File: src/verilog/vst_defines.svh
// ====================
// Vector store engine sizing macros
// Lane count, register file depth and bus widths
// ====================
`ifndef VST_DEFINES_SVH
`define VST_DEFINES_SVH

// Register file geometry
`define VST_LANES      8    // 32-bit lanes per vector register
`define VST_NUM_VREGS  32   // Architectural vector registers

// Datapath widths
`define VST_DATA_W     32   // One element
`define VST_ADDR_W     32   // Memory address

// Vector length must reach LANES * NUM_VREGS so it needs the extra bit
`define VST_VL_W       ($clog2(`VST_LANES * `VST_NUM_VREGS) + 1)

`endif

File: src/verilog/vst_pkg.sv
// ====================
// Vector store engine types
// ====================
`include "vst_defines.svh"

package vst_pkg;

    // Addressing mode of a store
    typedef enum logic [1:0] {
        OP_UNIT_STRIDED = 2'd0,  // Consecutive elements 4 bytes apart
        OP_STRIDED      = 2'd1,  // Fixed byte stride
        OP_INDEXED      = 2'd2   // Per-element offset from a second register
    } mem_op_e;

    // Register number and lane pointer
    typedef logic [$clog2(`VST_NUM_VREGS)-1:0] vreg_idx_t;
    typedef logic [$clog2(`VST_LANES):0]       lane_idx_t;  // Can point one past the last lane

    // Lengths, addresses and payloads
    typedef logic [`VST_VL_W-1:0]               vl_t;
    typedef logic [`VST_ADDR_W-1:0]             addr_t;
    typedef logic [`VST_DATA_W-1:0]             elem_t;
    typedef logic [`VST_LANES*`VST_DATA_W-1:0]  vreg_data_t;   // Lane 0 in the low bits

endpackage

File: src/verilog/vst_sequencer.sv
// ====================
// Store sequencer
// Walks the elements register by register and drives the handshakes
// ====================
`include "vst_defines.svh"

module vst_sequencer import vst_pkg::*; (
    input  logic      clk,
    input  logic      rst_n,
    input  logic      valid_i,        // Instruction offered
    input  vl_t       vl_i,
    input  vreg_idx_t data_reg_i,
    input  vreg_idx_t index_reg_i,
    input  logic      grant_i,        // Memory took the request
    output logic      ready_o,
    output logic      busy_o,
    output logic      accept_o,
    output logic      advance_o,
    output lane_idx_t elem_ptr_o,
    output vreg_idx_t data_reg_o,
    output vreg_idx_t index_reg_o,
    output logic      req_en_o,
    output logic      unlock_en_o,
    output vreg_idx_t unlock_reg_o
);

    localparam int LANE_BITS = $clog2(`VST_LANES);

    // Lane mask for the first n elements of a register
    function automatic logic [`VST_LANES-1:0] lane_mask(input vl_t n);
        logic [`VST_LANES-1:0] m;
        if (n >= vl_t'(`VST_LANES)) begin
            m = '1;                                  // Whole register
        end else begin
            m = ~({`VST_LANES{1'b1}} << n);          // Partial tail
        end
        return m;
    endfunction

    // ====================
    // State
    // ====================
    logic [`VST_LANES-1:0] pending;      // Lanes still to be sent in this register
    logic [`VST_LANES+1:0] pending_ext;  // Zero padded so ptr and ptr+1 stay in range
    lane_idx_t             ptr;          // Current lane
    lane_idx_t             ptr_nxt;
    vreg_idx_t             loop_cnt;     // Registers finished so far
    vl_t                   vl_r;
    vreg_idx_t             data_reg_r;
    vreg_idx_t             index_reg_r;
    logic                  busy_r;

    // Loop bookkeeping
    vl_t                   loop_end;     // Element count once this register is done
    vl_t                   remaining;    // Elements left for later registers
    logic                  last_loop;
    logic                  last_grant;
    logic                  new_loop;
    logic                  accept;
    logic                  advance;

    assign pending_ext = {2'b00, pending};
    assign ptr_nxt     = ptr + lane_idx_t'(1);

    assign loop_end  = (vl_t'(loop_cnt) + vl_t'(1)) << LANE_BITS;
    assign last_loop = (loop_end >= vl_r);
    assign remaining = vl_r - loop_end;     // Only read when not the last loop

    // ====================
    // Handshake strobes
    // ====================
    assign req_en_o   = pending_ext[ptr];
    assign advance    = req_en_o & grant_i;
    assign last_grant = advance & last_loop & ~pending_ext[ptr_nxt];  // Final element retires
    assign new_loop   = busy_r & ~|pending & ~last_loop;              // Gap cycle between regs

    assign ready_o  = ~busy_r | last_grant;   // Allows back-to-back acceptance
    assign busy_o   = busy_r;
    assign accept   = valid_i & ready_o;

    assign accept_o  = accept;
    assign advance_o = advance;

    // Unlock the data register once all its lanes are out
    assign unlock_en_o  = new_loop | last_grant;
    assign unlock_reg_o = data_reg_r;

    assign elem_ptr_o  = ptr;
    assign data_reg_o  = data_reg_r;
    assign index_reg_o = index_reg_r;

    // ====================
    // Element walk
    // ====================
    always_ff @(posedge clk or negedge rst_n) begin
        if (!rst_n) begin
            pending     <= '0;
            ptr         <= '0;
            loop_cnt    <= '0;
            vl_r        <= '0;
            data_reg_r  <= '0;
            index_reg_r <= '0;
            busy_r      <= 1'b0;
        end else begin
            if (accept) begin
                pending     <= lane_mask(vl_i);    // First register
                ptr         <= '0;
                loop_cnt    <= '0;
                vl_r        <= vl_i;
                data_reg_r  <= data_reg_i;
                index_reg_r <= index_reg_i;
                busy_r      <= 1'b1;
            end else if (new_loop) begin
                pending     <= lane_mask(remaining);
                ptr         <= '0;
                loop_cnt    <= loop_cnt + vreg_idx_t'(1);
                data_reg_r  <= data_reg_r + vreg_idx_t'(1);   // Wraps modulo 32
                index_reg_r <= index_reg_r + vreg_idx_t'(1);
            end else if (advance) begin
                pending <= pending & ~(`VST_LANES'(1) << ptr);  // Clear retired lane
                ptr     <= ptr_nxt;
                if (last_grant) begin
                    busy_r <= 1'b0;
                end
            end
        end
    end

endmodule

File: src/verilog/vst_request_gen.sv
// ====================
// Request address and data former
// ====================
`include "vst_defines.svh"

module vst_request_gen import vst_pkg::*; (
    input  logic       clk,
    input  mem_op_e    op_i,
    input  addr_t      base_i,
    input  addr_t      stride_i,
    input  logic       accept_i,      // Load instruction fields
    input  logic       advance_i,     // Step to the next element
    input  lane_idx_t  elem_ptr_i,
    input  vreg_data_t rd_data_1_i,   // Data register lanes
    input  vreg_data_t rd_data_2_i,   // Index register lanes
    output addr_t      req_addr_o,
    output elem_t      req_data_o
);

    localparam int LANE_BITS = $clog2(`VST_LANES);

    mem_op_e              op_r;
    addr_t                base_r;
    addr_t                stride_r;
    addr_t                run_addr;     // Address of the current element for non-indexed modes
    addr_t                step;
    logic [LANE_BITS-1:0] lane;
    logic                 lane_valid;   // Pointer is inside the register
    elem_t                data_lane;
    elem_t                offset_lane;

    // ====================
    // Instruction fields and running address
    // ====================
    always_ff @(posedge clk) begin
        if (accept_i) begin
            op_r     <= op_i;
            base_r   <= base_i;
            stride_r <= stride_i;
            run_addr <= base_i;          // Element 0
        end else if (advance_i) begin
            run_addr <= run_addr + step;
        end
    end

    // Unit stride moves by one element
    assign step = (op_r == OP_STRIDED) ? stride_r : addr_t'(`VST_DATA_W / 8);

    // ====================
    // Lane select
    // ====================
    assign lane       = elem_ptr_i[LANE_BITS-1:0];
    assign lane_valid = ~elem_ptr_i[LANE_BITS];
    assign data_lane   = rd_data_1_i[lane*`VST_DATA_W +: `VST_DATA_W];
    assign offset_lane = rd_data_2_i[lane*`VST_DATA_W +: `VST_DATA_W];

    // Zero data while the pointer sits past the last lane
    assign req_data_o = lane_valid ? data_lane : '0;

    always_comb begin
        case (op_r)
            OP_UNIT_STRIDED: req_addr_o = run_addr;
            OP_STRIDED:      req_addr_o = run_addr;
            OP_INDEXED:      req_addr_o = base_r + addr_t'(offset_lane);  // Offset in bytes
            default:         req_addr_o = run_addr;
        endcase
    end

endmodule

File: src/verilog/vst_range_track.sv
// ====================
// Address range tracker
// First and last address of the accepted store
// ====================
`include "vst_defines.svh"

module vst_range_track import vst_pkg::*; (
    input  logic    clk,
    input  logic    rst_n,
    input  logic    accept_i,
    input  mem_op_e op_i,
    input  addr_t   base_i,
    input  addr_t   stride_i,
    input  vl_t     vl_i,
    output addr_t   start_addr_o,
    output addr_t   end_addr_o
);

    addr_t step;       // Byte distance between elements
    addr_t last_off;   // Offset of the last element
    vl_t   vl_m1;

    assign vl_m1 = vl_i - vl_t'(1);
    assign step  = (op_i == OP_STRIDED) ? stride_i : addr_t'(`VST_DATA_W / 8);
    assign last_off = addr_t'(vl_m1) * step;

    // ====================
    // Range registers
    // ====================
    always_ff @(posedge clk or negedge rst_n) begin
        if (!rst_n) begin
            start_addr_o <= '0;
            end_addr_o   <= '1;     // Widest range until the first store
        end else if (accept_i) begin
            start_addr_o <= base_i;
            if (op_i == OP_INDEXED) begin
                end_addr_o <= base_i;              // Offsets unknown at accept time
            end else begin
                end_addr_o <= base_i + last_off;
            end
        end
    end

endmodule

File: src/verilog/vst_engine_top.sv
// ====================
// Vector store engine top level
// Joins sequencing, request forming and range tracking
// ====================
`include "vst_defines.svh"

module vst_engine_top import vst_pkg::*; (
    input  logic       clk,
    input  logic       rst_n,
    // Instruction port
    input  logic       valid_i,
    input  mem_op_e    op_i,
    input  addr_t      base_i,
    input  addr_t      stride_i,
    input  vl_t        vl_i,            // At least 1
    input  vreg_idx_t  data_reg_i,
    input  vreg_idx_t  index_reg_i,
    output logic       ready_o,
    output logic       busy_o,
    // Register file read ports
    output vreg_idx_t  rd_addr_1_o,     // Data register
    input  vreg_data_t rd_data_1_i,
    output vreg_idx_t  rd_addr_2_o,     // Index register
    input  vreg_data_t rd_data_2_i,
    // Memory requests
    input  logic       grant_i,
    output logic       req_en_o,
    output addr_t      req_addr_o,
    output elem_t      req_data_o,
    // Register unlock
    output logic       unlock_en_o,
    output vreg_idx_t  unlock_reg_o,
    // Address range for load conflict checks
    output addr_t      start_addr_o,
    output addr_t      end_addr_o
);

    // ====================
    // Internal strobes
    // ====================
    logic      accept;      // Instruction taken this cycle
    logic      advance;     // Request retires this cycle
    lane_idx_t elem_ptr;    // Current lane within the register

    vst_sequencer u_sequencer (
        .clk         (clk),
        .rst_n       (rst_n),
        .valid_i     (valid_i),
        .vl_i        (vl_i),
        .data_reg_i  (data_reg_i),
        .index_reg_i (index_reg_i),
        .grant_i     (grant_i),
        .ready_o     (ready_o),
        .busy_o      (busy_o),
        .accept_o    (accept),
        .advance_o   (advance),
        .elem_ptr_o  (elem_ptr),
        .data_reg_o  (rd_addr_1_o),
        .index_reg_o (rd_addr_2_o),
        .req_en_o    (req_en_o),
        .unlock_en_o (unlock_en_o),
        .unlock_reg_o(unlock_reg_o)
    );

    vst_request_gen u_request_gen (
        .clk        (clk),
        .op_i       (op_i),
        .base_i     (base_i),
        .stride_i   (stride_i),
        .accept_i   (accept),
        .advance_i  (advance),
        .elem_ptr_i (elem_ptr),
        .rd_data_1_i(rd_data_1_i),
        .rd_data_2_i(rd_data_2_i),
        .req_addr_o (req_addr_o),
        .req_data_o (req_data_o)
    );

    vst_range_track u_range_track (
        .clk         (clk),
        .rst_n       (rst_n),
        .accept_i    (accept),
        .op_i        (op_i),
        .base_i      (base_i),
        .stride_i    (stride_i),
        .vl_i        (vl_i),
        .start_addr_o(start_addr_o),
        .end_addr_o  (end_addr_o)
    );

endmodule

File: config.mk
export PLATFORM = sky130hd
export DESIGN_NAME = vst_engine_top
export DESIGN_NICKNAME = d
export VERILOG_FILES = /design/src/verilog/vst_pkg.sv /design/src/verilog/vst_sequencer.sv /design/src/verilog/vst_request_gen.sv /design/src/verilog/vst_range_track.sv /design/src/verilog/vst_engine_top.sv
export VERILOG_INCLUDE_DIRS = /design/src /design/src/verilog
export SDC_FILE = /design/constraint.sdc
export NUM_CORES = 1
export LEC_CHECK = 0
export CAP_MARGIN = 15
export CORE_MARGIN = 2
export CORE_UTILIZATION = 30
export CTS_CLUSTER_DIAMETER = 60
export DETAILED_ROUTE_END_ITERATION = 10
export DONT_BUFFER_PORTS = 1
export PLACE_DENSITY_LB_ADDON = 0.12
export SLEW_MARGIN = 10
export SYNTH_ARGS = -nofsm -noshare
export SYNTH_HDL_FRONTEND = slang
export SYNTH_HIERARCHICAL = 1
export SYNTH_SLANG_ARGS = --single-unit
export TNS_END_PERCENT = 10
File: constraint.sdc
create_clock -name clk -period 10.2 [get_ports clk]
set_clock_uncertainty 0.15 [all_clocks]
set_input_delay 1.53 -clock clk [delete_from_list [all_inputs] [get_ports clk]]
set_output_delay 1.53 -clock clk [all_outputs]
set_load 0.03 [all_outputs]
==> Yosys cells after proc, flatten, opt, wreduce, memory -nomap -nowiden <==
Cells that the tools add are included.
Widths: inputs -> output; s select.
{ "op_classes": {"shifts": 5, "addsub": 10, "n_reduce_logical": 7, "magnitude_cmp": 5, "n_eq_ne": 5, "n_bitwise": 15, "mul": 1, "n_mux": 29} }
{ "ops": {"columns": ["operator", "count"], "rows": [
  ["$shiftx 256x9->32", 2],
  ["$mux 32", 7],
  ["$add 32x32->32", 3],
  ["$mux 8", 5],
  ["$mul 9x32->32", 1],
  ["$mux 5", 6],
  ["$not 8->8", 3],
  ["$ge 9x4->1 const B", 2],
  ["$shl 8x9->8 const A", 2],
  ["$add 5x1->5 const B", 3],
  ["$mux 4", 3],
  ["$lt 4x5->1 const B", 2],
  ["$ge 9x9->1", 1],
  ["$sub 9x1->9 const B", 1],
  ["$sub 9x9->9", 1],
  ["$and 8x8->8", 1],
  ["$bmux 1 s4", 2],
  ["$reduce_or 8->1", 1],
  ["$shl 1x4->8 const A", 1],
  ["$add 5x1->6 const B", 1],
  ["$and 1x1->1", 6],
  ["$mux 1", 6],
  ["$reduce_bool 2->1", 3],
  ["$add 4x1->4 const B", 1],
  ["other kinds (8)", 13]
]} }
{ "totals": {"word_cells": 90, "inputBits": 601, "output_inout_bits": 147, "register_bits": 199} }

==> Logic depth before layout (Yosys ltp) <==
Gate-level depths: netlist of the first run.
{ "depth": {"ltp_word": 9, "ltp_mapped": 26, "ltp_nobuf": 24} }

==> Cells and area by module <==
The synthesis of the first run kept the hierarchy.
{ "modules_own_cells": {"columns": ["module", "seq_area_each_um2", "area_per_inst_um2", "cells_per_inst", "n_inst"], "rows": [
  ["vst_range_track", 1641.6, 10951.8, 1245, 1],
  ["vst_request_gen", 2942.8, 10880.4, 986, 1],
  ["vst_sequencer", 925.9, 2598.7, 296, 1]
]} }

==> Worst setup path before layout of the first run <==
Ideal clock, no wire load.
{ "synth_path": {"kind": "input port to flip-flop", "start": "input vl_i[0]", "end": "register u_range_track.end_addr_o[20]", "cell_stages": 24, "setup_ns": 0.097, "arrival_time_ns": 7.304, "path_slack_ns": 2.648, "n_path_buf": 2, "path_cell_list": "inv_1 -> ha_1 -> nand2_1 -> xor2_1 -> clkbuf_1 -> buf_1 -> nor2_1 -> fa_1 -> fa_1 -> fa_1 -> fa_1 -> inv_1 -> fa_1 -> inv_1 -> ha_1 -> a21o_1 -> a21o_1 -> a211oi_2 -> o21ai_2 -> a21o_1 -> a211o_1 -> o31ai_1 -> xor2_1 -> o221ai_1"} }
{ "synth_via": {"elab_chain_len": 4} }
{ "synth_lines": {"columns": ["element", "line_no", "source"], "rows": [
  ["start: declaration", "vst_engine_top.sv:15", "input vl_t vl_i,"],
  ["$sub 9x1->9", "vst_range_track.sv:23", "assign vl_m1 = vl_i - vl_t'(1);"],
  ["$mul 9x32->32", "vst_range_track.sv:25", "assign last_off = addr_t'(vl_m1) * step;"],
  ["$add 32x32->32", "vst_range_track.sv:39", "end_addr_o <= base_i + last_off;"],
  ["$mux 32", "vst_range_track.sv:36", "if (op_i == OP_INDEXED) begin"],
  ["end signal: assignment", "vst_range_track.sv:37", "end_addr_o <= base_i;"],
  ["end signal: assignment", "vst_range_track.sv:39", null],
  ["end: declaration", "vst_range_track.sv:16", "output addr_t end_addr_o"]
]} }
Every way passes these cells.
A chain may end at the register's enable or synchronous reset.

==> Worst setup path after layout of the first run <==
{ "layout_path": {"start": "input vl_i[0]", "end": "register u_range_track.end_addr_o[23]"} }
The elaborated chain is that of the path after synthesis.

==> flow_summary.yaml, run 1 <==
layout:
  n_fill_cell: 8226
  seq_area_sq_mm: 0.00552
  drive_above_1_share_pct: 15.5
  area_growth_pct: 7.81
  finalNetCount: 3392
  fin_area_sq_mm: 0.0263
  multi_input_area_sq_mm: 0.0174
clocking:
  cts_setup_buffers: 0
  clk_pin_slew_ns: 0.08
  clkLatencyLatePin_ns: 0.50
  cts-root-buf: "clkbuf_16"
  hold_buffers: 0
  ctsResizeCount: 0
  cts_buffers: 17
  cts_htree_levels: 4
  cts_tree: "built"
  cts_buffer_depth: 2
  cts.sinks: 199
floorplanning:
  pin_count: 748
  dieArea_sq_mm: 0.0837
  start_util_pct: 30.3
  rows: 104
  die_h_microns: 289
  core_sq_mm: 0.0805
  die_w_microns: 289
power_and_ir_drop:
  pwr-share-clk_pct: 8.0
  internal_power_mw: 3.97
  power_frac_comb_pct: 68.8
  leakage_nw: 11.1
  ir_drop_v: 0.000159
  p_switching_mw: 4.96
  p_sw_share_pct: 55.5
  power_frac_seq_pct: 23.1
  power_density_mw_per_mm2: 339
sta:
  hold_slack_ns: 0.361
  fin_crit_sh_pct: 80.0
  layout_min_cycle_time_ns: 8.16
  max-slew-margin-rel_pct: 16.0
  rsz0062_at_grt: "no"
  worst_slack_ns: 2.04
  worst_pin_slew_ns: 1.25
  finalSetupTns_ns: 0
  hold_viol_final: 0
  fmax_mhz: 123
  drv_slew: 0
  finalSetupViolCount: 0
synthesis:
  synthXorXnorAreaFrac_pct: 4.03
  synth_ff_type: "edfxtp_1"
  yosysSeqAreaShare_pct: 22.6
  yosysUniqueCellTypes: 93
  syn_nets: 3460
  avgSynthCellArea_sq_um: 9.67
  yosys_warnings: 6
  syn_inst: 2527
  synth_seq_cells: 199
  synth_top_family_by_area: "adder cells"
  ys_async_sr_fraction_pct: 50.8
  synth_compound_area_share_pct: 11.4
  syn_area_sq_mm: 0.0244
  synth_edf_count: 98
  synthMuxAreaShare_pct: 16.8
  yosys.area_share.adder_pct: 23.5
  yosys.area_share.simple_pct: 15.2
global_routing:
  grt_pass1_wl_microns: 156000
  overflow: 0
  antenna_found_initial: 70
  grt_max_degree: 120
  grtUsageTotal_pct: 26.6
  grt_pass1_vias: 19877
status:
  status: "finished clean"
worst_setup_path:
  critPathRequiredTime_ns: 10.47
  reg2reg_depth: 11
  reg2reg_to: "u_request_gen/run_addr[1]"
  r2r_start: "u_sequencer/elem_ptr_o[1]"
  endpoint_kind: "register"
  critPathLaunchType: "input port"
  crit_arrival_ns: 8.43
  regToRegSetupSlack_ns: 3.87
  critPathKind: "in -> reg"
  worstSetupEndpoint: "u_range_track/end_addr_o[23]"
  path_max_fanout: 19
  startpoint: "vl_i[0]"
place:
  post_dp_cell_area_sq_mm: 0.0257
  port_buffers: 0
  dp_slack_ns: 1.49
  gp_congestion: 0.994
  dpl.hpwl_microns: 94900
detailed_routing:
  num_vias: 20075
  drtPass1Iterations: 5
  initialDrtViolationCount: 1554
  wire_per_inst_microns: 32.0
  via_per_inst: 5.63
  wl_microns: 114000
  detail-route-antenna-nets: 0
  drc: 0
flow_run:
  cap_viol_max_count: 0
hold_path:
  hold_class: "reg -> reg"
## synth_stat cells (7+ instances only)
| master | instances | area, sq um |
|---|---|---|
| and2_1 | 34 | 213 |
| nor3_1 | 22 | 110 |
| a31oi_1 | 31 | 194 |
| a41oi_1 | 7 | 61.3 |
| ha_1 | 123 | 1540 |
| o21ai_1 | 38 | 190 |
| or2_2 | 34 | 213 |
| fa_1 | 209 | 4180 |
| a21oi_1 | 107 | 536 |
| xor2_1 | 46 | 403 |
| nand2b_1 | 22 | 138 |
| mux2_2 | 63 | 709 |
| and3_1 | 17 | 106 |
| a211oi_1 | 15 | 113 |
| inv_1 | 287 | 1080 |
| nor2_1 | 264 | 991 |
| mux2i_1 | 41 | 410 |
| xnor2_1 | 55 | 482 |
| mux4_2 | 131 | 2950 |
| edfxtp_1 | 98 | 2940 |
| nand2_1 | 253 | 950 |
| nand4_1 | 18 | 113 |
| dfstp_2 | 32 | 841 |
| o211ai_1 | 10 | 75.1 |
| o21a_1 | 12 | 90.1 |
| buf_1 | 9 | 33.8 |
| nor3b_1 | 7 | 52.6 |
| o31ai_1 | 12 | 90.1 |
| dfrtp_1 | 69 | 1730 |
| buf_2 | 20 | 100 |
| a21o_1 | 43 | 323 |
| o21bai_1 | 13 | 97.6 |
| o21ai_0 | 85 | 425 |
| nor2b_1 | 23 | 144 |
| clkbuf_1 | 96 | 360 |
| nand3_1 | 67 | 335 |
## power groups by stage
stage               registers [mW]  logic (mW)  clock network (mW)
floorplan                     1.82        4.50                   0
global placement              2.08        6.06                   0
detailed placement            2.09        6.09                   0
CTS                           2.07        6.13               0.746
global route                  2.11        6.66               0.772
finish                        2.07        6.15               0.719
## state kept, by name (all words and copies together) (netlist names)
name / cells
u_sequencer/loop_cnt: 5
u_request_gen/run_addr: 32
u_sequencer/vl_r: 9
u_request_gen/stride_r: 32
u_sequencer/data_reg_o: 5
u_sequencer/pending: 8
u_range_track/start_addr_o: 32
u_request_gen/base_r: 32
u_sequencer/elem_ptr_o: 4
u_sequencer/index_reg_o: 5
u_sequencer/busy_o: 1
u_range_track/end_addr_o: 32
u_request_gen/op_r: 2
## critical path, cell delays in order
cell and delay [ns]:
inv_1 0.19, ha_1 0.30, nand3_1 0.15, xor2_2 0.84
buf_4 0.29, nor2_1 0.07, fa_1 0.53, fa_1 0.52
fa_1 0.52, fa_1 0.55, inv_1 0.06, fa_1 0.50
inv_1 0.05, ha_1 0.39, a2111o_1 0.40, o221ai_1 0.25
a21boi_1 0.16, a41oi_1 0.46, o21bai_1 0.16, a31oi_1 0.23
xor2_1 0.19, o21ai_1 0.08
## cells in the final DEF (no fill, tap or decap), types with 20 or more instances in the layout
cell type / instances
mux4_2: 131
dfrtp_1: 66
xor2_1: 42
o21ai_1: 41
and2_1: 34
mux2i_1: 41
fa_1: 209
or2_2: 34
mux2_2: 63
inv_1: 287
o21ai_0: 82
nand3_1: 67
a21o_1: 43
nor2_1: 264
edfxtp_1: 98
a21oi_1: 107
xnor2_1: 53
nor2b_1: 20
dfstp_2: 32
a31oi_1: 31
nand2_1: 253
nand2b_1: 21
nor3_1: 22
diode_2: 35
ha_1: 123
buf_4: 44
## cells by family after synthesis
family          after synthesis
buf+inv                     419
xor+xnor                    106
fa+ha+maj                   333
compound gates              431
simple gates                802
mux                         237
flops                       199
## area by class of cell
| class | instances | area share [%] |
|---|---|---|
| antenna | 35 | 0.333 |
| clock buffer | 19 | 1.74 |
| clock inverter | 13 | 0.489 |
| inverter | 288 | 4.13 |
| multi-input combinational | 1909 | 66.1 |
| sequential | 199 | 21.0 |
| tap | 1060 | 5.04 |
| timing repair buffer | 44 | 1.25 |
## metal layers
metal	global-route usage, %	part of all wire (%)	up-vias	wire [microns]
met1	34.9	41	10295	47100
li1	-	-	8657	-
met5	0	0.29	-	332
met2	40.8	45	889	51400
met4	6.55	2.5	48	2830
met3	10.5	11	186	12400
## per-stage QoR
| step | power, mW | std cells | util (%) |
|---|---|---|---|
| after detailed placement | 8.18 | 3500 | 31.9 |
| after floorplan | 6.32 | 2527 | - |
| after global placement | 8.14 | 3500 | 31.9 |
| after global routing | 9.54 | 3549 | 32.6 |
| after CTS | 8.95 | 3532 | 32.6 |
| final | 8.94 | 3567 | 32.7 |
## worst min-delay path by stage
stage,slack (ns),start,cells after the start,endpoint
2_1_floorplan,0.30,u_sequencer/vl_r[7],2,u_sequencer/vl_r[7]
3_3_place_gp,0.33,u_sequencer/vl_r[8],2,u_sequencer/vl_r[8]
3_5_place_dp,0.34,u_sequencer/vl_r[8],2,u_sequencer/vl_r[8]
4_1_cts,0.36,u_sequencer/vl_r[8],2,u_sequencer/vl_r[8]
5_1_grt,0.39,u_sequencer/vl_r[8],2,u_sequencer/vl_r[8]
6_report,0.36,u_sequencer/vl_r[8],2,u_sequencer/vl_r[8]
Power figures use the tool's default switching activity.
==> inputs of run 2 (changes only) <==
- clock period: 10.2 -> 6.5 ns (I/O delays scaled with it)
==> run 2 against run 1 <==
The flow now finishes with violations (setup timing). Clock power up 61%. Via count up 5.0%. Combinational power up 77%. Critical path type unchanged.
==> flow_summary.yaml, run 2 (synthesis results as in run 1) <==
clocking:
  clk_pin_slew_ns: 0.09
  cts.sinks: 199
  cts_tree: "built"
  clkLatencyLatePin_ns: 0.51
  cts_buffers: 17
  cts_htree_levels: 4
  cts-root-buf: "clkbuf_16"
  cts_buffer_depth: 2
global_routing:
  overflow: 0
  grtUsageTotal_pct: 29.8
  grt_max_degree: 70
  antenna_found_initial: 93
  grt_pass1_wl_microns: 171000
  grt_pass1_vias: 21363
worst_setup_path:
  critPathKind: "in -> reg"
  path_max_fanout: 8
  crit_slowest_cell: "fa_1"
  critPathRequiredTime_ns: 6.75
  crit_arrival_ns: 6.81
  endpoint_kind: "register"
  critPathLaunchType: "input port"
  critical-path-max-stage-delay_ns: 0.54
  cpMostUsedCell: "fa_1"
power_and_ir_drop:
  leakage_nw: 12.2
  ir_drop_v: 0.000349
  power_density_mw_per_mm2: 534
detailed_routing:
  wl_microns: 128000
  drtPass1Iterations: 5
  num_vias: 21074
  initialDrtViolationCount: 1763
  via_per_inst: 5.58
  wire_per_inst_microns: 33.8
  drc: 0
  detail-route-antenna-nets: 0
layout:
  n_fill_cell: 8086
  layout_common_cells: "inv_1, nor2_1, nand2_1"
  seq_area_sq_mm: 0.00552
  utilization_pct: 35.6
  finalNetCount: 3595
  layout_commonest_cell: "inv_1"
  drive_above_1_share_pct: 24.7
  area_growth_pct: 17.2
  multi_input_area_sq_mm: 0.0179
floorplanning:
  die_w_microns: 289
  dieArea_sq_mm: 0.0837
  die_h_microns: 289
  rows: 104
  start_util_pct: 30.3
  core_sq_mm: 0.0805
  pin_count: 748
sta:
  worst_pin_slew_ns: 1.23
  hold_viol_final: 0
  finalSetupViolCount: 1
  max-slew-margin-rel_pct: 17.0
  drv_slew: 0
  layout_min_cycle_time_ns: 6.56
  rsz0062_at_grt: "yes"
  fmax_mhz: 153
  worst_slack_ns: -0.0564
  fin_crit_sh_pct: 101
hold_path:
  hold_class: "in -> async"
status:
  violations: "setup timing"
  status: "finished with violations"
place:
  gp_congestion: 1.14
  port_buffers: 0
  dp_slack_ns: -0.741
  dpl.hpwl_microns: 109000
flow_run:
  cap_viol_max_count: 0
run 2: changes by cell type in the layout (fill, tap and decap cells not counted), moves of 10 or more:
cell	delta
nor2_2	+11
buf_4	+178
ha_4	+12
diode_2	+10
nor2_1	-12
ha_1	-13
buf_12	+17
run 2: timing repair:
action / in CTS / in global routing
hold buffers: 1 / 0
setup endpoints to repair: 9 / 23
gates resized for setup: 7 / 71
hold endpoints to repair: 69 / 0
setup buffers: 2 / 9
pin swaps: 11 / 45
run 2: stage by stage:
stage | TNS [ns] | cell area (sq um) | std cells | power (mW) | hold WS (ns)
after detailed placement | -10.28 | 27500 | 3691 | 13.8 | 0.328
after floorplan | -0.0213 | 24800 | 2527 | 10.1 | 0.302
after global routing | -1.24 | 28600 | 3751 | 16.2 | 0.131
final | -0.0564 | 28600 | 3780 | 15.3 | 0.180
after CTS | -0.0204 | 28100 | 3726 | 15.0 | 0.112
after global placement | -9.74 | 27500 | 3691 | 13.7 | 0.344
run 2: power by group:
| group | leakage, nW | switching [mW] | internal, mW |
|---|---|---|---|
| Combinational | 9.85 | 6.56 | 4.35 |
| Sequential | 2.06 | 1.11 | 2.11 |
| Clock | 0.299 | 0.609 | 0.554 |
| Total | 12.2 | 8.27 | 7.01 |
run 2: metal layers:
metal  up-vias  wire length, microns  GRT usage [%]  share of wire, %
met5         -                   360              0              0.28
met2       964                 60700           49.1                47
met4        54                  3880           8.30               3.0
met3       216                 11200           9.50               8.7
li1       9081                     -              -                 -
met1     10759                 51800           37.4                41
run 2: critical path: cells and delay by family:
family | cells | cell delay (ns)
AND/OR/NAND/NOR | 4 | 0.55
buffers and inverters | 7 | 0.81
adder cells (fa/ha/maj) | 6 | 2.70
AO/OA/AOI/OAI | 7 | 1.39
XOR/XNOR | 2 | 0.36
run 2: layout make-up:
| type | count | area share [%] |
|---|---|---|
| Clock inverter | 13 | 0.437 |
| Timing Repair Buffer | 247 | 7.43 |
| Sequential cell | 199 | 19.3 |
| Clock buffer | 19 | 1.66 |
| Inverter | 288 | 3.81 |
| Tap cell | 1060 | 4.63 |
| Antenna cell | 45 | 0.393 |
| Multi-Input combinational cell | 1909 | 62.4 |
run 2: path summary, 6_finish.rpt:
check,from,endpoint,slack (ns),depth (start not counted)
worst min-delay path,rst_n,u_range_track/end_addr_o[12],0.18,0
min in group clk,u_sequencer/vl_r[7],u_sequencer/vl_r[7],0.35,2
worst max-delay path,vl_i[5],u_range_track/end_addr_o[20],-0.06,26
max in group asynchronous,rst_n,u_sequencer/elem_ptr_o[2],5.60,1
worst min register to register,u_sequencer/vl_r[7],u_sequencer/vl_r[7],0.35,2
worst max register to register,u_sequencer/loop_cnt[0],u_request_gen/run_addr[0],1.86,13
